--- src/aluPkg.sv ---
package aluPkg;

  //////////////////////////////////////////////////
  // Widths and register map
  //////////////////////////////////////////////////
  localparam int dataWidth = 16;                         // Operand and result width
  localparam int addrWidth = 4;                          // AXI byte address width

  localparam logic [addrWidth-1:0] regOpA    = 4'h0;   // Operand A
  localparam logic [addrWidth-1:0] regOpB    = 4'h4;   // Operand B
  localparam logic [addrWidth-1:0] regCtrl   = 4'h8;   // Opcode, write starts an operation
  localparam logic [addrWidth-1:0] regResult = 4'hC;   // Result and flags, read only

  localparam logic [1:0] respOkay   = 2'b00;
  localparam logic [1:0] respSlvErr = 2'b10;

  //////////////////////////////////////////////////
  // ALU opcodes and core request/response
  //////////////////////////////////////////////////
  typedef enum logic [2:0] {
    opAdd    = 3'd0,   // Saturating add
    opSub    = 3'd1,   // Saturating subtract
    opXor    = 3'd2,
    opPaddsb = 3'd3,   // Four saturating nibble adds
    opSll    = 3'd4,
    opSra    = 3'd5,
    opRor    = 3'd6
  } aluOpE;

  typedef struct packed {
    logic [dataWidth-1:0] opA;
    logic [dataWidth-1:0] opB;
    aluOpE                op;
  } aluReqT;

  typedef struct packed {
    logic z;   // Zero
    logic v;   // Signed overflow
    logic n;   // Negative
  } aluFlagsT;

  typedef struct packed {
    logic [dataWidth-1:0] result;
    aluFlagsT             flags;
    aluFlagsT             flagMask;   // A set bit means the flag gets written
  } aluRspT;

  //////////////////////////////////////////////////
  // AXI4-Lite channels
  //////////////////////////////////////////////////
  typedef struct packed {
    logic                 awvalid;
    logic [addrWidth-1:0] awaddr;
    logic                 wvalid;
    logic [31:0]          wdata;
    logic [3:0]           wstrb;    // Not used, registers are written whole
    logic                 bready;
    logic                 arvalid;
    logic [addrWidth-1:0] araddr;
    logic                 rready;
  } axiLiteReqT;

  typedef struct packed {
    logic        awready;
    logic        wready;
    logic        bvalid;
    logic [1:0]  bresp;
    logic        arready;
    logic        rvalid;
    logic [31:0] rdata;
    logic [1:0]  rresp;
  } axiLiteRspT;

endpackage

--- src/claAdder4.sv ---
`timescale 1ns/10ps

module claAdder4 (
  input  logic [3:0] a,
  input  logic [3:0] b,
  input  logic       cin,
  output logic [3:0] sum,
  output logic       pGroup,    // Whole nibble propagates
  output logic       gGroup,    // Nibble generates a carry by itself
  output logic       posOvfl,
  output logic       negOvfl
);

  logic [3:0] p;   // Per-bit propagate
  logic [3:0] g;   // Per-bit generate
  logic [3:0] c;   // Carry into each bit

  assign p = a ^ b;
  assign g = a & b;

  // Lookahead carries, all from cin and the p/g terms
  assign c[0] = cin;
  assign c[1] = g[0] | (p[0] & cin);
  assign c[2] = g[1] | (p[1] & g[0]) | (p[1] & p[0] & cin);
  assign c[3] = g[2] | (p[2] & g[1]) | (p[2] & p[1] & g[0])
              | (p[2] & p[1] & p[0] & cin);

  assign sum = p ^ c;

  // Group terms for the second lookahead level
  assign pGroup = &p;
  assign gGroup = g[3] | (p[3] & g[2]) | (p[3] & p[2] & g[1])
                | (p[3] & p[2] & p[1] & g[0]);

  // Signed nibble overflow, left to the caller to saturate
  assign posOvfl = ~a[3] & ~b[3] & sum[3];   // Two positives gave a negative
  assign negOvfl = a[3] & b[3] & ~sum[3];    // Two negatives gave a positive

endmodule

--- src/claAdder16.sv ---
`timescale 1ns/10ps

module claAdder16 (
  input  logic [aluPkg::dataWidth-1:0] a,
  input  logic [aluPkg::dataWidth-1:0] b,
  input  logic                         sub,
  output logic [aluPkg::dataWidth-1:0] sum,
  output logic                         ovfl,
  output logic                         posOvfl,
  output logic                         negOvfl
);

  import aluPkg::*;

  logic [dataWidth-1:0] bOp;      // B or its complement
  logic [dataWidth-1:0] sumRaw;   // Sum before saturation
  logic [3:0]           pGrp;     // Group propagate per nibble
  logic [3:0]           gGrp;     // Group generate per nibble
  logic [3:0]           carry;    // Carry into each nibble

  assign bOp = sub ? ~b : b;   // Two's complement with carry-in of one

  //////////////////////////////////////////////////
  // Second-level carry chain
  //////////////////////////////////////////////////
  assign carry[0] = sub;
  assign carry[1] = gGrp[0] | (pGrp[0] & sub);
  assign carry[2] = gGrp[1] | (pGrp[1] & gGrp[0]) | (pGrp[1] & pGrp[0] & sub);
  assign carry[3] = gGrp[2] | (pGrp[2] & gGrp[1]) | (pGrp[2] & pGrp[1] & gGrp[0])
                  | (pGrp[2] & pGrp[1] & pGrp[0] & sub);

  // Four nibble blocks, overflow taken from the full word below
  for (genvar i = 0; i < 4; i++) begin : gNib
    claAdder4 uCla (
      .a      (a[4*i +: 4]),
      .b      (bOp[4*i +: 4]),
      .cin    (carry[i]),
      .sum    (sumRaw[4*i +: 4]),
      .pGroup (pGrp[i]),
      .gGroup (gGrp[i]),
      .posOvfl(),
      .negOvfl()
    );
  end

  //////////////////////////////////////////////////
  // Signed overflow and saturation
  //////////////////////////////////////////////////
  assign posOvfl = ~a[dataWidth-1] & ~bOp[dataWidth-1] & sumRaw[dataWidth-1];
  assign negOvfl = a[dataWidth-1] & bOp[dataWidth-1] & ~sumRaw[dataWidth-1];
  assign ovfl    = posOvfl | negOvfl;

  assign sum = posOvfl ? 16'h7FFF :   // Clamp to largest positive
               negOvfl ? 16'h8000 :   // Clamp to most negative
               sumRaw;

  // Sign rule must match the carries into and out of the top bit
  always_comb begin : chkOvfl
    assert #0 (!(posOvfl && negOvfl)
               && ovfl == ((gGrp[3] | (pGrp[3] & carry[3]))
                           ^ sumRaw[dataWidth-1] ^ a[dataWidth-1] ^ bOp[dataWidth-1]))
      else $error("claAdder16 overflow disagrees with the top-bit carries");
  end

endmodule

--- src/aluShifter.sv ---
`timescale 1ns/10ps

module aluShifter (
  input  logic [aluPkg::dataWidth-1:0] data,
  input  logic [3:0]                   amount,   // Shift or rotate count 0..15
  input  aluPkg::aluOpE                op,
  output logic [aluPkg::dataWidth-1:0] shifted
);

  import aluPkg::*;

  logic [dataWidth-1:0] stg [5];   // Stage 0 is the input

  assign stg[0] = data;

  //////////////////////////////////////////////////
  // Log shifter, stage k moves by 2**k
  //////////////////////////////////////////////////
  for (genvar k = 0; k < 4; k++) begin : gStage
    logic [dataWidth-1:0] cur;
    logic [dataWidth-1:0] left;    // Zero filled from the right
    logic [dataWidth-1:0] right;   // Zero filled from the left
    logic [dataWidth-1:0] fill;    // Bits entering at the top on a right move

    assign cur   = stg[k];
    assign left  = cur << (2**k);
    assign right = cur >> (2**k);

    always_comb begin
      case (op)
        opSra:   fill = {dataWidth{cur[dataWidth-1]}} << (dataWidth - 2**k);   // Sign copies
        opRor:   fill = cur << (dataWidth - 2**k);   // Low bits wrap to the top
        default: fill = '0;
      endcase
    end

    // Stage is bypassed when its amount bit is clear
    assign stg[k+1] = !amount[k]   ? cur  :
                      (op == opSll) ? left :
                      (right | fill);
  end

  assign shifted = stg[4];

endmodule

--- src/aluCore.sv ---
`timescale 1ns/10ps

module aluCore (
  input  aluPkg::aluReqT aluReq,
  output aluPkg::aluRspT aluRsp
);

  import aluPkg::*;

  logic                 isSub;
  logic                 isArith;     // ADD or SUB, updates every flag
  logic [dataWidth-1:0] addSum;      // Saturated 16-bit sum
  logic                 addOvfl;
  logic [dataWidth-1:0] nibSum;      // Raw PADDSB sums
  logic [3:0]           nibPos;      // Positive overflow per nibble
  logic [3:0]           nibNeg;      // Negative overflow per nibble
  logic [dataWidth-1:0] paddsb;      // Saturated PADDSB result
  logic [dataWidth-1:0] shifted;
  logic [dataWidth-1:0] result;

  assign isSub   = (aluReq.op == opSub);
  assign isArith = (aluReq.op == opAdd) || isSub;

  //////////////////////////////////////////////////
  // Full-width adder and shifter
  //////////////////////////////////////////////////
  claAdder16 uAdd (
    .a      (aluReq.opA),
    .b      (aluReq.opB),
    .sub    (isSub),
    .sum    (addSum),
    .ovfl   (addOvfl),
    .posOvfl(),
    .negOvfl()
  );

  aluShifter uShift (
    .data   (aluReq.opA),
    .amount (aluReq.opB[3:0]),
    .op     (aluReq.op),
    .shifted(shifted)
  );

  //////////////////////////////////////////////////
  // PADDSB, one independent adder per nibble
  //////////////////////////////////////////////////
  for (genvar i = 0; i < 4; i++) begin : gPad
    claAdder4 uNib (
      .a      (aluReq.opA[4*i +: 4]),
      .b      (aluReq.opB[4*i +: 4]),
      .cin    (1'b0),
      .sum    (nibSum[4*i +: 4]),
      .pGroup (),
      .gGroup (),
      .posOvfl(nibPos[i]),
      .negOvfl(nibNeg[i])
    );

    assign paddsb[4*i +: 4] = nibPos[i] ? 4'h7 :   // Clamp nibble high
                              nibNeg[i] ? 4'h8 :   // Clamp nibble low
                              nibSum[4*i +: 4];
  end

  // Result select
  always_comb begin
    case (aluReq.op)
      opAdd, opSub:        result = addSum;
      opXor:               result = aluReq.opA ^ aluReq.opB;
      opPaddsb:            result = paddsb;
      opSll, opSra, opRor: result = shifted;
      default:             result = '0;   // Unused encoding
    endcase
  end

  //////////////////////////////////////////////////
  // Flags and update mask
  //////////////////////////////////////////////////
  assign aluRsp.result  = result;
  assign aluRsp.flags.z = (result == '0);
  assign aluRsp.flags.v = addOvfl;   // Only meaningful with ADD/SUB
  assign aluRsp.flags.n = result[dataWidth-1];

  assign aluRsp.flagMask.z = 1'b1;      // Every opcode writes Z
  assign aluRsp.flagMask.v = isArith;
  assign aluRsp.flagMask.n = isArith;

  // Overflow reported by the adder must show up as a clamped result
  always_comb begin : chkSat
    if (isArith && aluRsp.flags.v) begin
      assert #0 (result == 16'h7FFF || result == 16'h8000)
        else $error("aluCore overflow without saturated result %h", result);
    end
  end

endmodule

--- src/aluAxiRegs.sv ---
`timescale 1ns/10ps

module aluAxiRegs (
  input  logic               clk,
  input  logic               rstN,
  input  aluPkg::axiLiteReqT axiReq,
  output aluPkg::axiLiteRspT axiRsp,
  output aluPkg::aluReqT     aluReq,
  input  aluPkg::aluRspT     aluRsp
);

  import aluPkg::*;

  logic [dataWidth-1:0] opA;
  logic [dataWidth-1:0] opB;
  aluOpE                op;
  logic [dataWidth-1:0] result;
  aluFlagsT             flags;
  aluFlagsT             flagsNext;    // Flags merged under the core mask
  logic                 latchPend;    // Control written last edge
  logic [dataWidth-1:0] resultView;   // Result as seen by a read
  aluFlagsT             flagsView;

  logic        wrFire;   // AW and W accepted together
  logic        rdFire;   // AR accepted
  logic        bvalid;
  logic [1:0]  bresp;
  logic        rvalid;
  logic [1:0]  rresp;
  logic [31:0] rdata;
  logic [31:0] rdNext;
  logic [1:0]  rrNext;

  assign wrFire = axiReq.awvalid & axiReq.wvalid & ~bvalid;
  assign rdFire = axiReq.arvalid & ~rvalid;

  //////////////////////////////////////////////////
  // Write channel and operand registers
  //////////////////////////////////////////////////
  always_ff @(posedge clk) begin
    if (!rstN) begin
      opA       <= '0;
      opB       <= '0;
      op        <= opAdd;
      latchPend <= 1'b0;
      bvalid    <= 1'b0;
      bresp     <= respOkay;
    end else begin
      latchPend <= 1'b0;   // One-shot
      if (bvalid && axiReq.bready) bvalid <= 1'b0;
      if (wrFire) begin
        bvalid <= 1'b1;
        bresp  <= respOkay;
        case (axiReq.awaddr)
          regOpA: opA <= axiReq.wdata[dataWidth-1:0];
          regOpB: opB <= axiReq.wdata[dataWidth-1:0];
          regCtrl: begin
            op        <= aluOpE'(axiReq.wdata[2:0]);
            latchPend <= 1'b1;   // Capture core output next edge
          end
          default: bresp <= respSlvErr;   // Result register is read only
        endcase
      end
    end
  end

  // Only the flags named in flagMask change
  assign flagsNext = (aluRsp.flags & aluRsp.flagMask) | (flags & ~aluRsp.flagMask);

  always_ff @(posedge clk) begin
    if (!rstN) begin
      result <= '0;
      flags  <= '0;
    end else if (latchPend) begin
      result <= aluRsp.result;
      flags  <= flagsNext;
    end
  end

  // Forward the core output while the latch is still pending
  assign resultView = latchPend ? aluRsp.result : result;
  assign flagsView  = latchPend ? flagsNext : flags;

  //////////////////////////////////////////////////
  // Read channel
  //////////////////////////////////////////////////
  always_comb begin
    rdNext = '0;
    rrNext = respOkay;
    case (axiReq.araddr)
      regOpA:    rdNext[dataWidth-1:0] = opA;
      regOpB:    rdNext[dataWidth-1:0] = opB;
      regCtrl:   rdNext[2:0] = op;
      regResult: rdNext[dataWidth+2:0] = {flagsView, resultView};   // z v n at 18:16
      default:   rrNext = respSlvErr;   // Data stays zero
    endcase
  end

  always_ff @(posedge clk) begin
    if (!rstN) begin
      rvalid <= 1'b0;
      rdata  <= '0;
      rresp  <= respOkay;
    end else begin
      if (rvalid && axiReq.rready) rvalid <= 1'b0;
      if (rdFire) begin
        rvalid <= 1'b1;
        rdata  <= rdNext;
        rresp  <= rrNext;
      end
    end
  end

  // Outputs
  assign axiRsp.awready = wrFire;
  assign axiRsp.wready  = wrFire;
  assign axiRsp.bvalid  = bvalid;
  assign axiRsp.bresp   = bresp;
  assign axiRsp.arready = ~rvalid;
  assign axiRsp.rvalid  = rvalid;
  assign axiRsp.rdata   = rdata;
  assign axiRsp.rresp   = rresp;

  assign aluReq = '{opA: opA, opB: opB, op: op};

  // Responses hold steady until the host takes them
  assert property (@(posedge clk) disable iff (!rstN)
    bvalid && !axiReq.bready |=> bvalid && $stable(bresp))
    else $error("bvalid dropped or bresp changed before bready");

  assert property (@(posedge clk) disable iff (!rstN)
    rvalid && !axiReq.rready |=> rvalid && $stable(rdata) && $stable(rresp))
    else $error("rvalid dropped or read data changed before rready");

endmodule

--- src/aluTop.sv ---
`timescale 1ns/10ps

module aluTop (
  input  logic               clk,
  input  logic               rstN,
  input  aluPkg::axiLiteReqT axiReq,
  output aluPkg::axiLiteRspT axiRsp
);

  import aluPkg::*;

  aluReqT aluReq;   // Registered operands and opcode
  aluRspT aluRsp;   // Combinational core answer

  //////////////////////////////////////////////////
  // Host interface and register file
  //////////////////////////////////////////////////
  aluAxiRegs uRegs (
    .clk   (clk),
    .rstN  (rstN),
    .axiReq(axiReq),
    .axiRsp(axiRsp),
    .aluReq(aluReq),
    .aluRsp(aluRsp)
  );

  // Datapath
  aluCore uCore (
    .aluReq(aluReq),
    .aluRsp(aluRsp)
  );

endmodule

--- config.mk ---
export PLATFORM = sky130hd
export DESIGN_NAME = aluTop
export DESIGN_NICKNAME = d
export VERILOG_FILES = /design/src/aluPkg.sv /design/src/claAdder4.sv /design/src/claAdder16.sv /design/src/aluShifter.sv /design/src/aluCore.sv /design/src/aluAxiRegs.sv /design/src/aluTop.sv
export SDC_FILE = /design/constraint.sdc
export NUM_CORES = 1
export LEC_CHECK = 0
export ABC_AREA = 1
export CORE_MARGIN = 3
export CORE_UTILIZATION = 60
export CTS_BUF_LIST = sky130_fd_sc_hd__clkbuf_2 sky130_fd_sc_hd__clkbuf_4 sky130_fd_sc_hd__clkbuf_8
export DETAILED_ROUTE_END_ITERATION = 10
export DONT_BUFFER_PORTS = 1
export HOLD_SLACK_MARGIN = 0.15
export PLACE_DENSITY = 0.76
export SLEW_MARGIN = 40
export SYNTH_ARGS = -nofsm -noshare
export SYNTH_HDL_FRONTEND = slang
export SYNTH_SLANG_ARGS = --single-unit
--- constraint.sdc ---
create_clock -name clk -period 3.9 [get_ports clk]
set_input_delay 0.195 -clock clk [delete_from_list [all_inputs] [get_ports clk]]
set_output_delay 0.195 -clock clk [all_outputs]
set_load 0.05 [all_outputs]
; ---- After elaboration in Yosys (flattened, before gate mapping)
; Index checks and enable logic that the tools add are counted.
; W data, S select, Z words.
[word_totals]
reg_bits = 80
in_bits = 51
output_inout_bits = 41
word_cells = 281
[classes]
n_eq_ne = 11
muxes = 36
bitwise_logic = 201
reduce_logical = 20
[op_table]
columns = op, n
row1 = $mux W16, 12
row2 = $pmux W16 S2, 4
row3 = $and A1 B1 Y1, 99
row4 = $pmux W16 S4, 1
row5 = $xor A4 B4 Y4, 16
row6 = $or A1 B1 Y1, 52
row7 = $pmux W13 S3, 1
row8 = $mux W4, 8
row9 = $and A3 B3 Y3, 7
row10 = $logic_not A16 Y1, 1
row11 = $not A1 Y1, 16
row12 = $not A16 Y16, 1
row13 = $or A12 B16 Y16, 1
row14 = $or A14 B16 Y16, 1
row15 = $or A15 B16 Y16, 1
row16 = $or A8 B16 Y16, 1
row17 = $xor A16 B16 Y16, 1
row18 = $and A4 B4 Y4, 3
row19 = $eq A4 B4 Y1 const B, 3
row20 = $pmux W3 S4, 1
row21 = $reduce_and A4 Y1, 3
row22 = $eq A3 B3 Y1 const B, 3
row23 = $eq A4 B3 Y1 const B, 2
row24 = $logic_not A4 Y1, 2
row25 = other kinds (15), 28

; ---- Depth between registers and ports, before layout
; Gate-level depths: netlist of run 1.
[logic_depth]
depth_word = 24
depth_mapped = 29
ltp_nobuf = 26

; ---- Cells and area by module
; A second synthesis of run 1 with hierarchy kept.
[unflattened]
cells_unflattened = 1434
area_unflattened_um2 = 8473.1
[modules_own_cells]
columns = module, instances, cells_per_inst, area_each_um2, seq_area_each_um2
row1 = aluAxiRegs, 1, 469, 3470.8, 1561.5
row2 = claAdder4, 8, 38, 239.0, 0.0
row3 = aluShifter, 1, 314, 1600.3, 0.0
row4 = aluCore, 1, 273, 1059.8, 0.0
row5 = claAdder16, 1, 74, 430.4, 0.0

; ---- Worst setup path after synthesis of run 1
; Ideal clock, no wire load.
[synth_timing]
path_type = register to register
from = register uRegs.op[2]
to = register uRegs.rdata[18]
setup_ns = 0.059
arrival_ns = 3.462
t_required_ns = 3.841
setup_slack_ns = 0.378
path_stages_with_launch = 26
path_buffers = 3
period_less_slack_ns = 3.522
path_cell_list = dfxtp_1 buf_4 nor2_4 inv_2 nor2_2 buf_4 buf_1 xor2_1 ha_1 nand2_1 nor2_1 and2_1 nand3_1 nand4_2 fa_1 inv_1 nand2_1 nand2_1 nand3_1 nor2_1 nand2_1 nor2_1 nand2_1 nand2_1 nand3_1 nand2_1
[synth_between]
elab_chain_cells = 24
word_cells_on_any_way = 154
classes_between = eq/ne (6) / mux (18) / bitwise (123) / reduce/logical (7)
[synth_rtl]
columns = item, line_no
row1 = "start, declared", aluAxiRegs.sv:16  ; aluOpE op;
row2 = "start signal, assigned", aluAxiRegs.sv:44  ; op <= opAdd;
row3 = "start signal, assigned", aluAxiRegs.sv:58  ; op <= aluOpE'(axiReq.wdata[2:0]);
row4 = branches (longest 18 deep; another with $pmux W16 S2), n/a
row5 = $pmux W16 S4 (*), aluCore.sv:66  ; case (aluReq.op)
row6 = $logic_not A16 Y1 (*), aluCore.sv:79  ; assign aluRsp.flags.z = (result == '0);
row7 = $and A3 B3 Y3 (*), aluAxiRegs.sv:68  ; assign flagsNext = (aluRsp.flags & aluRsp.flagMask) | (flags & ~aluRsp.flagMask);
row8 = $or A3 B3 Y3 (*), aluAxiRegs.sv:68
row9 = $mux W3 (*), aluAxiRegs.sv:82  ; assign flagsView = latchPend ? flagsNext : flags;
row10 = $mux W3 (*), aluAxiRegs.sv:90  ; case (axiReq.araddr)
row11 = "end signal, assigned", aluAxiRegs.sv:108  ; rdata <= rdNext;
row12 = "end, declared", aluAxiRegs.sv:30  ; logic [31:0] rdata;
; Mark *: on every way between the ends.
; A chain may end at the register's enable or synchronous reset.

; ---- Final worst setup path of run 1
; Same ends and word-level chain as after synthesis.

==> results of run 1 <==
[how the worst max path moves through the flow]
stage	from	slack (ns)	to	cells after the start
6_report	uRegs.op[2]$_SDFFE_PN0P_	0.29	uRegs.rdata[18]$_SDFFE_PN0P_	24
5_1_grt	uRegs.op[2]$_SDFFE_PN0P_	-0.04	uRegs.rdata[18]$_SDFFE_PN0P_	27
4_1_cts	uRegs.op[2]$_SDFFE_PN0P_	0.21	uRegs.rdata[18]$_SDFFE_PN0P_	27
3_5_place_dp	uRegs.op[2]$_SDFFE_PN0P_	0.24	uRegs.rdata[18]$_SDFFE_PN0P_	27
3_3_place_gp	uRegs.op[2]$_SDFFE_PN0P_	0.29	uRegs.rdata[18]$_SDFFE_PN0P_	27
2_1_floorplan	uRegs.op[2]$_SDFFE_PN0P_	0.38	uRegs.rdata[18]$_SDFFE_PN0P_	25
[flip-flops by register name (all words and copies together) (netlist names)]
name,flops
uRegs.bresp,1
uRegs.bvalid,1
uRegs.flags,3
uRegs.latchPend,1
uRegs.op,3
uRegs.opA,16
uRegs.opB,16
uRegs.rdata,19
uRegs.result,16
uRegs.rresp,1
uRegs.rvalid,1
[cells by family after synthesis]
logic type                 count (synthesis)
and+or+nand+nor                          541
buffers and inverters                    182
AOI/OAI and AO/OA                        171
DFF                                       78
adders and majority gates                 44
xor gates and xnor gates                  31
muxes                                     10
other                                      1
[Yosys cell counts, types with 2 or more instances]
| cell type | count |
|---|---|
| o21ai_1 | 13 |
| and3_1 | 3 |
| buf_1 | 4 |
| buf_2 | 11 |
| nand3_2 | 3 |
| o21ai_0 | 62 |
| clkbuf_1 | 25 |
| inv_2 | 3 |
| o22ai_1 | 12 |
| a21oi_1 | 61 |
| ha_1 | 37 |
| o21bai_1 | 2 |
| dfxtp_1 | 78 |
| fa_1 | 7 |
| nand3_1 | 142 |
| buf_6 | 5 |
| o211ai_1 | 5 |
| o21a_1 | 3 |
| xnor2_1 | 6 |
| nor2_1 | 77 |
| a32o_1 | 2 |
| nand4_1 | 28 |
| a221oi_1 | 3 |
| nor2_4 | 3 |
| inv_1 | 111 |
| buf_4 | 22 |
| nand2_1 | 263 |
| xor2_1 | 25 |
| mux2i_1 | 10 |
| nor3_1 | 7 |
| nand3b_1 | 5 |
| a211oi_1 | 4 |
| nor2_2 | 3 |
[stage by stage]
stage               total power [mW]  setup slack, ns
finish                         1.658           0.2914
global route                   1.721         -0.03627
CTS                            1.651           0.2083
detailed placement             1.038           0.2377
global placement               1.037           0.2929
floorplan                      1.016           0.3783
[worst min-delay path, delay by kind of cell]
kind	cells	cell delay [ns]
buffers and inverters	1	0.05
AOI/OAI and AO/OA	1	0.15
and+or+nand+nor	2	0.13
[per-layer routing]
metal  GRT usage, %  part of all wire (%)  wire (um)  vias up
met5              0                     0          0        -
met4          20.84                   6.2       1328        0
met3          8.261                   9.3       2000       77
met2          53.88                    44       9407      379
met1          43.50                    41       8741     3221
li1               -                     -          -     3496
[power groups by stage]
stage               sequential, mW  clock [mW]  combinational (mW)
floorplan                    0.834           0               0.182
finish                       0.823       0.601               0.234
CTS                          0.823       0.601               0.227
global placement             0.842           0               0.195
detailed placement           0.842           0               0.196
global route                 0.824       0.638               0.258
[layout make-up]
class	count	area (um^2)	area share [%]
flip-flops and latches	78	1562	21.70
repair buffers	45	410.4	5.702
clock buffers	9	123.9	1.721
well taps	136	170.2	2.364
inverters	115	434.2	6.033
clock inverters	7	63.81	0.8866
multi-input cells	813	4433	61.60
[what timing repair did]
item | 4_1_cts | 5_1_grt
gates resized for setup | 0 | 7
hold buffers | 25 | 0
hold endpoints to repair | 45 | 0
setup buffers | 0 | 1
setup endpoints to repair | 0 | 17
==> flow_summary.yaml, run 1 <==
cts:
  htree_levels: 3
  cts_tree: "built"
  cts_sinks: 78
  cts.root.buffer_cell: "clkbuf_8"
  insertion_delay_ns: 0.39
  cts_buffers: 9
  cts.clk_slew.worst_paths_ns: 0.09
  cts.path.max_buffers: 2
sta:
  worstMarginPinSlew_ns: 0.7555
  maxSlewHeadroom_pct: 49.57
  hold_slack_ns: 0.1787
  setup-violations-final: 0
  max_freq_mhz: 277.1
  tns_ns: 0
  slew_violations: 0
  fin_crit_ns: 3.609
  fin_crit_sh_pct: 92.53
  hold_viol: 0
  clock_skew_ns: 0.009625
synthesis:
  synth-compound-area-share_pct: 13.96
  synthesis.area_um2: 6714
  synth_xor_area_share_pct: 4.044
  yosysWarnings: 0
  ys_seq_area_share_pct: 23.26
  synth.avg_cell_area_um2: 6.346
  synthMuxAreaShare_pct: 1.491
  synth_top_family_by_area: "simple AND/OR/NAND/NOR gates"
  ys_ff_latch: 78
  synth-adder-area-share_pct: 8.982
  synth_edf_count: 0
  synthSimpleGateAreaFrac_pct: 36.00
  ys_dominant_reg_cell: "dfxtp_1"
  ys_types: 46
  async_reset_ff_share_pct: 0
  synth_cells: 1058
  yosys.area.top_type_share_pct: 23.26
  synth_area_leaders: "dfxtp_1 (23%), nand2_1 (15%), nand3_1 (11%)"
  synth_top_area_cell: "dfxtp_1"
critical_path:
  worstPathRequired_ns: 4.24
  startpoint_type: "flop"
  timing.critical_path.buf_inv: 4
  reg2reg_slack_ns: 0.29
  crit_path_end_kind: "flop"
  path_class: "reg2reg"
  worstPathArrival_ns: 3.95
  path_cells: "nor2_4, inv_2, nor2_4, buf_4, inv_1, nand2_1, nand2_1, ha_1, nand2_1, nor2_1, nand3_1, nand3b_1, inv_1, fa_1, xor2_1, nand3b_1, nand4_1, nor2_1, nand2_1, nor2_1, nand2_1, nand2_1, nand3_1, nand2_1"
  cp_max_fo: 7
  path_delay_family: "simple AND/OR/NAND/NOR gates"
  max_stage_delay_ns: 0.37
  timing.critical_path.mode_cell: "nand2_1"
  rr_endpoint: "uRegs.rdata[18]$_SDFFE_PN0P_"
  worst_path_max_delay_cell: "fa_1"
  r2r_start: "uRegs.op[2]$_SDFFE_PN0P_"
  rr_worst_depth: 24
floorplan:
  coreArea_um2: 10600
  die_area_um2: 12490
  die_h_um: 111.8
  start_util_pct: 63.33
  ios: 92
  rows: 37
  die_width_um: 111.8
placement:
  portBuffers: 0
  place_congestion: 1.058
  dp_cells: 1160
  postPlaceCellArea_um2: 6699
  dpl.hpwl_um: 16390
global_route:
  grt_pass1_vias: 6638
  gr-total-overflow: 0
  grt_pass1_wl_um: 34400
  globalRouteTotalUtil_pct: 34.67
  grt_max_degree: 44
  antenna_found_initial: 0
layout:
  layout_commonest_cell: "nand2_1"
  diodes: 0
  nets: 1157
  area_growth_syn_to_layout_pct: 7.193
  drive_gt1_share_pct: 6.092
  layout_common_cells: "nand2_1 (260), nand3_1 (141), inv_1 (109)"
  fin_area_um2: 7197
  fill_cells: 997
  fin_cells: 1203
  post-route-util_pct: 67.89
route:
  drcViolationCount: 0
  wl_per_cell_um: 17.85
  dr.pass1.iters: 6
  drtIter0Drc: 890
  finalWirelength_um: 21480
  vias_per_cell: 5.963
  vias: 7173
  antenna_left: 0
power_and_ir_drop:
  swShare_pct: 32.59
  p_seq_share_pct: 49.7
  p_leak_nw: 3.449
  p_clk_share_pct: 36.2
  switchingPower_mw: 0.5403
  power_frac_comb_pct: 14.1
  power.density_nw_per_um2: 230.4
  vdd.ir_drop.worst_uv: 339.7
  p_int_mw: 1.118
min_path:
  hold_start: "axiReq[46]"
  hold_path.class: "in2reg"
  min_to: "uRegs.opB[6]$_SDFFE_PN0P_"
  worst_hold_path.num_cells: 4
status:
  outcome: "complete, no violations"
job:
  drv_cap: 0
Power figures use the tool's default switching activity.
==> run 2, diff against run 1 <==
==> constraint.sdc (replaced) <==
create_clock -name clk -period 3.9 [get_ports clk]
set_input_delay 0.39 -clock clk [delete_from_list [all_inputs] [get_ports clk]]
set_output_delay 0.39 -clock clk [all_outputs]
set_load 0.05 [all_outputs]
==> flow_summary.yaml, run 2 (synthesized netlist as in run 1, its figures left out) <==
status:
  outcome: "complete, no violations"
critical_path:
  timing.critical_path.buf_inv: 3
  path_class: "reg2reg"
  max_stage_delay_ns: 0.39
  timing.critical_path.mode_cell: "nand2_1"
  worst_path_max_delay_cell: "fa_1"
  path_cells: "nor2_4, inv_2, nor2_2, buf_12, xor2_1, ha_1, nand2_1, nor2_1, nand3_1, nand3b_1, inv_1, fa_1, xor2_1, nand3b_1, nand4_1, nor2_1, nand2_1, nor2_1, nand2_1, nand2_1, nand3_1, nand2_1"
  worstPathArrival_ns: 3.92
  rr_endpoint: "uRegs.rdata[18]$_SDFFE_PN0P_"
  cp_max_fo: 20
  r2r_start: "uRegs.op[2]$_SDFFE_PN0P_"
  path_delay_family: "simple AND/OR/NAND/NOR gates"
  startpoint_type: "flop"
  worstPathRequired_ns: 4.21
  critPathLaunch: "uRegs.op[2]$_SDFFE_PN0P_"
  crit_path_end_kind: "flop"
  rr_worst_depth: 22
  reg2reg_slack_ns: 0.29
cts:
  cts_buffers: 9
  cts_sinks: 78
  cts.clk_slew.worst_paths_ns: 0.09
  cts.path.max_buffers: 2
  insertion_delay_ns: 0.37
  cts_tree: "built"
  cts.root.buffer_cell: "clkbuf_8"
  htree_levels: 3
global_route:
  grtUsageMet3_pct: 6.196
  grt_pass1_wl_um: 33420
  globalRouteTotalUtil_pct: 33.47
  busiest_layer: "met2"
  use_met2_pct: 52.16
  gr-total-overflow: 0
  grt_pass1_vias: 6563
  antenna_found_initial: 0
  grt_max_degree: 43
  use_met1_pct: 44.50
floorplan:
  rows: 37
  die_width_um: 111.8
  ios: 92
  die_h_um: 111.8
  die_area_um2: 12490
  coreArea_um2: 10600
  start_util_pct: 63.33
min_path:
  hold_path.class: "in2reg"
  min_to: "uRegs.opB[8]$_SDFFE_PN0P_"
  worst_hold_path.num_cells: 2
  hold_start: "axiReq[19]"
sta:
  timing.final.ws_setup_ns: 0.2898
  maxSlewHeadroom_pct: 46.18
  fin_crit_sh_pct: 92.57
  rsz0062_at_grt: "false"
  setup-violations-final: 0
  max_freq_mhz: 277.0
  fin_crit_ns: 3.610
  hold_viol: 0
  slew_violations: 0
  clock_skew_ns: 0.008686
  tns_ns: 0
  worstMarginPinSlew_ns: 0.8050
route:
  drcViolationCount: 0
  finalWirelength_um: 20840
  vias_per_cell: 5.977
  vias: 7041
  drtIter0Drc: 816
  wl_per_cell_um: 17.69
  antenna_left: 0
  dr.pass1.iters: 6
layout:
  drive_gt1_share_pct: 6.238
  fin_cells: 1178
  fill_cells: 1034
  layout_common_cells: "nand2_1 (260), nand3_1 (141), inv_1 (109)"
  nets: 1132
  layout_commonest_cell: "nand2_1"
  diodes: 0
  largest-register: "uRegs.rdata"
  area_growth_syn_to_layout_pct: 3.764
  largest_register_ffs: 19
power_and_ir_drop:
  vdd.ir_drop.worst_uv: 292.7
  power.density_nw_per_um2: 231.3
  p_leak_nw: 3.346
placement:
  portBuffers: 0
  pre_cts_ws_ns: 0.2248
  dpl.hpwl_um: 15860
  place_congestion: 1.071
  dp_cells: 1158
job:
  drv_cap: 0
-- run 2: cell types whose count changed in the layout (fill, tap and decap cells not counted), sizes merged --
| cell | previous run | this run |
|---|---|---|
| inv | 119 | 118 |
| dlygate4sd3 | 24 | 2 |
| clkbuf | 9 | 10 |
| buf | 21 | 19 |
| nand3 | 146 | 145 |
-- run 2: worst max-delay path by stage --
stage / endpoint / slack (ns) / cells after the start
after floorplan: uRegs.rdata[18]$_SDFFE_PN0P_ / 0.38 / 25
after global placement: uRegs.rdata[18]$_SDFFE_PN0P_ / 0.33 / 26
after detailed placement: uRegs.rdata[18]$_SDFFE_PN0P_ / 0.22 / 26
after CTS: uRegs.rdata[18]$_SDFFE_PN0P_ / 0.19 / 26
after global routing: uRegs.rdata[18]$_SDFFE_PN0P_ / 0.008 / 22
final: uRegs.rdata[18]$_SDFFE_PN0P_ / 0.29 / 22
-- run 2: layout make-up --
type / instances / area, um^2 / area share, %
Sequential cell: 78 / 1562 / 22.41
Clock inverter: 6 / 43.79 / 0.6286
Multi-Input combinational cell: 812 / 4444 / 63.79
Timing Repair Buffer: 21 / 175.2 / 2.514
Tap cell: 136 / 170.2 / 2.443
Clock buffer: 10 / 137.6 / 1.976
Inverter: 115 / 434.2 / 6.232
-- run 2: per-stage QoR --
step	total power, mW	hold slack, ns	cell area, um^2	util (%)
after floorplan	1.016	0.4426	6766	-
after global placement	1.036	0.4547	6694	63.14
after CTS	1.607	0.1504	6898	65.07
after global routing	1.670	0.1560	6967	65.71
final	1.611	0.1554	6967	65.71
after detailed placement	1.038	0.4650	6696	63.17
-- run 2: what timing repair did --
action,CTS,global route
hold endpoints to repair,4,0
setup endpoints to repair,0,16
resized for setup,0,11
setup buffers,0,2
hold buffers,2,0
-- run 2: report_power, final --
| part | switching [mW] | internal, mW | total, mW |
|---|---|---|---|
| sequential | 0.0190 | 0.804 | 0.822 |
| combinational | 0.153 | 0.0527 | 0.206 |
| clock | 0.330 | 0.253 | 0.583 |
| total | 0.502 | 1.11 | 1.61 |
-- run 2: layer usage --
layer | vias to the layer above | routed length, um
li1 | 3429 | -
met2 | 387 | 9023
met1 | 3157 | 8629
met5 | - | 0
met4 | 0 | 1072
met3 | 68 | 2109
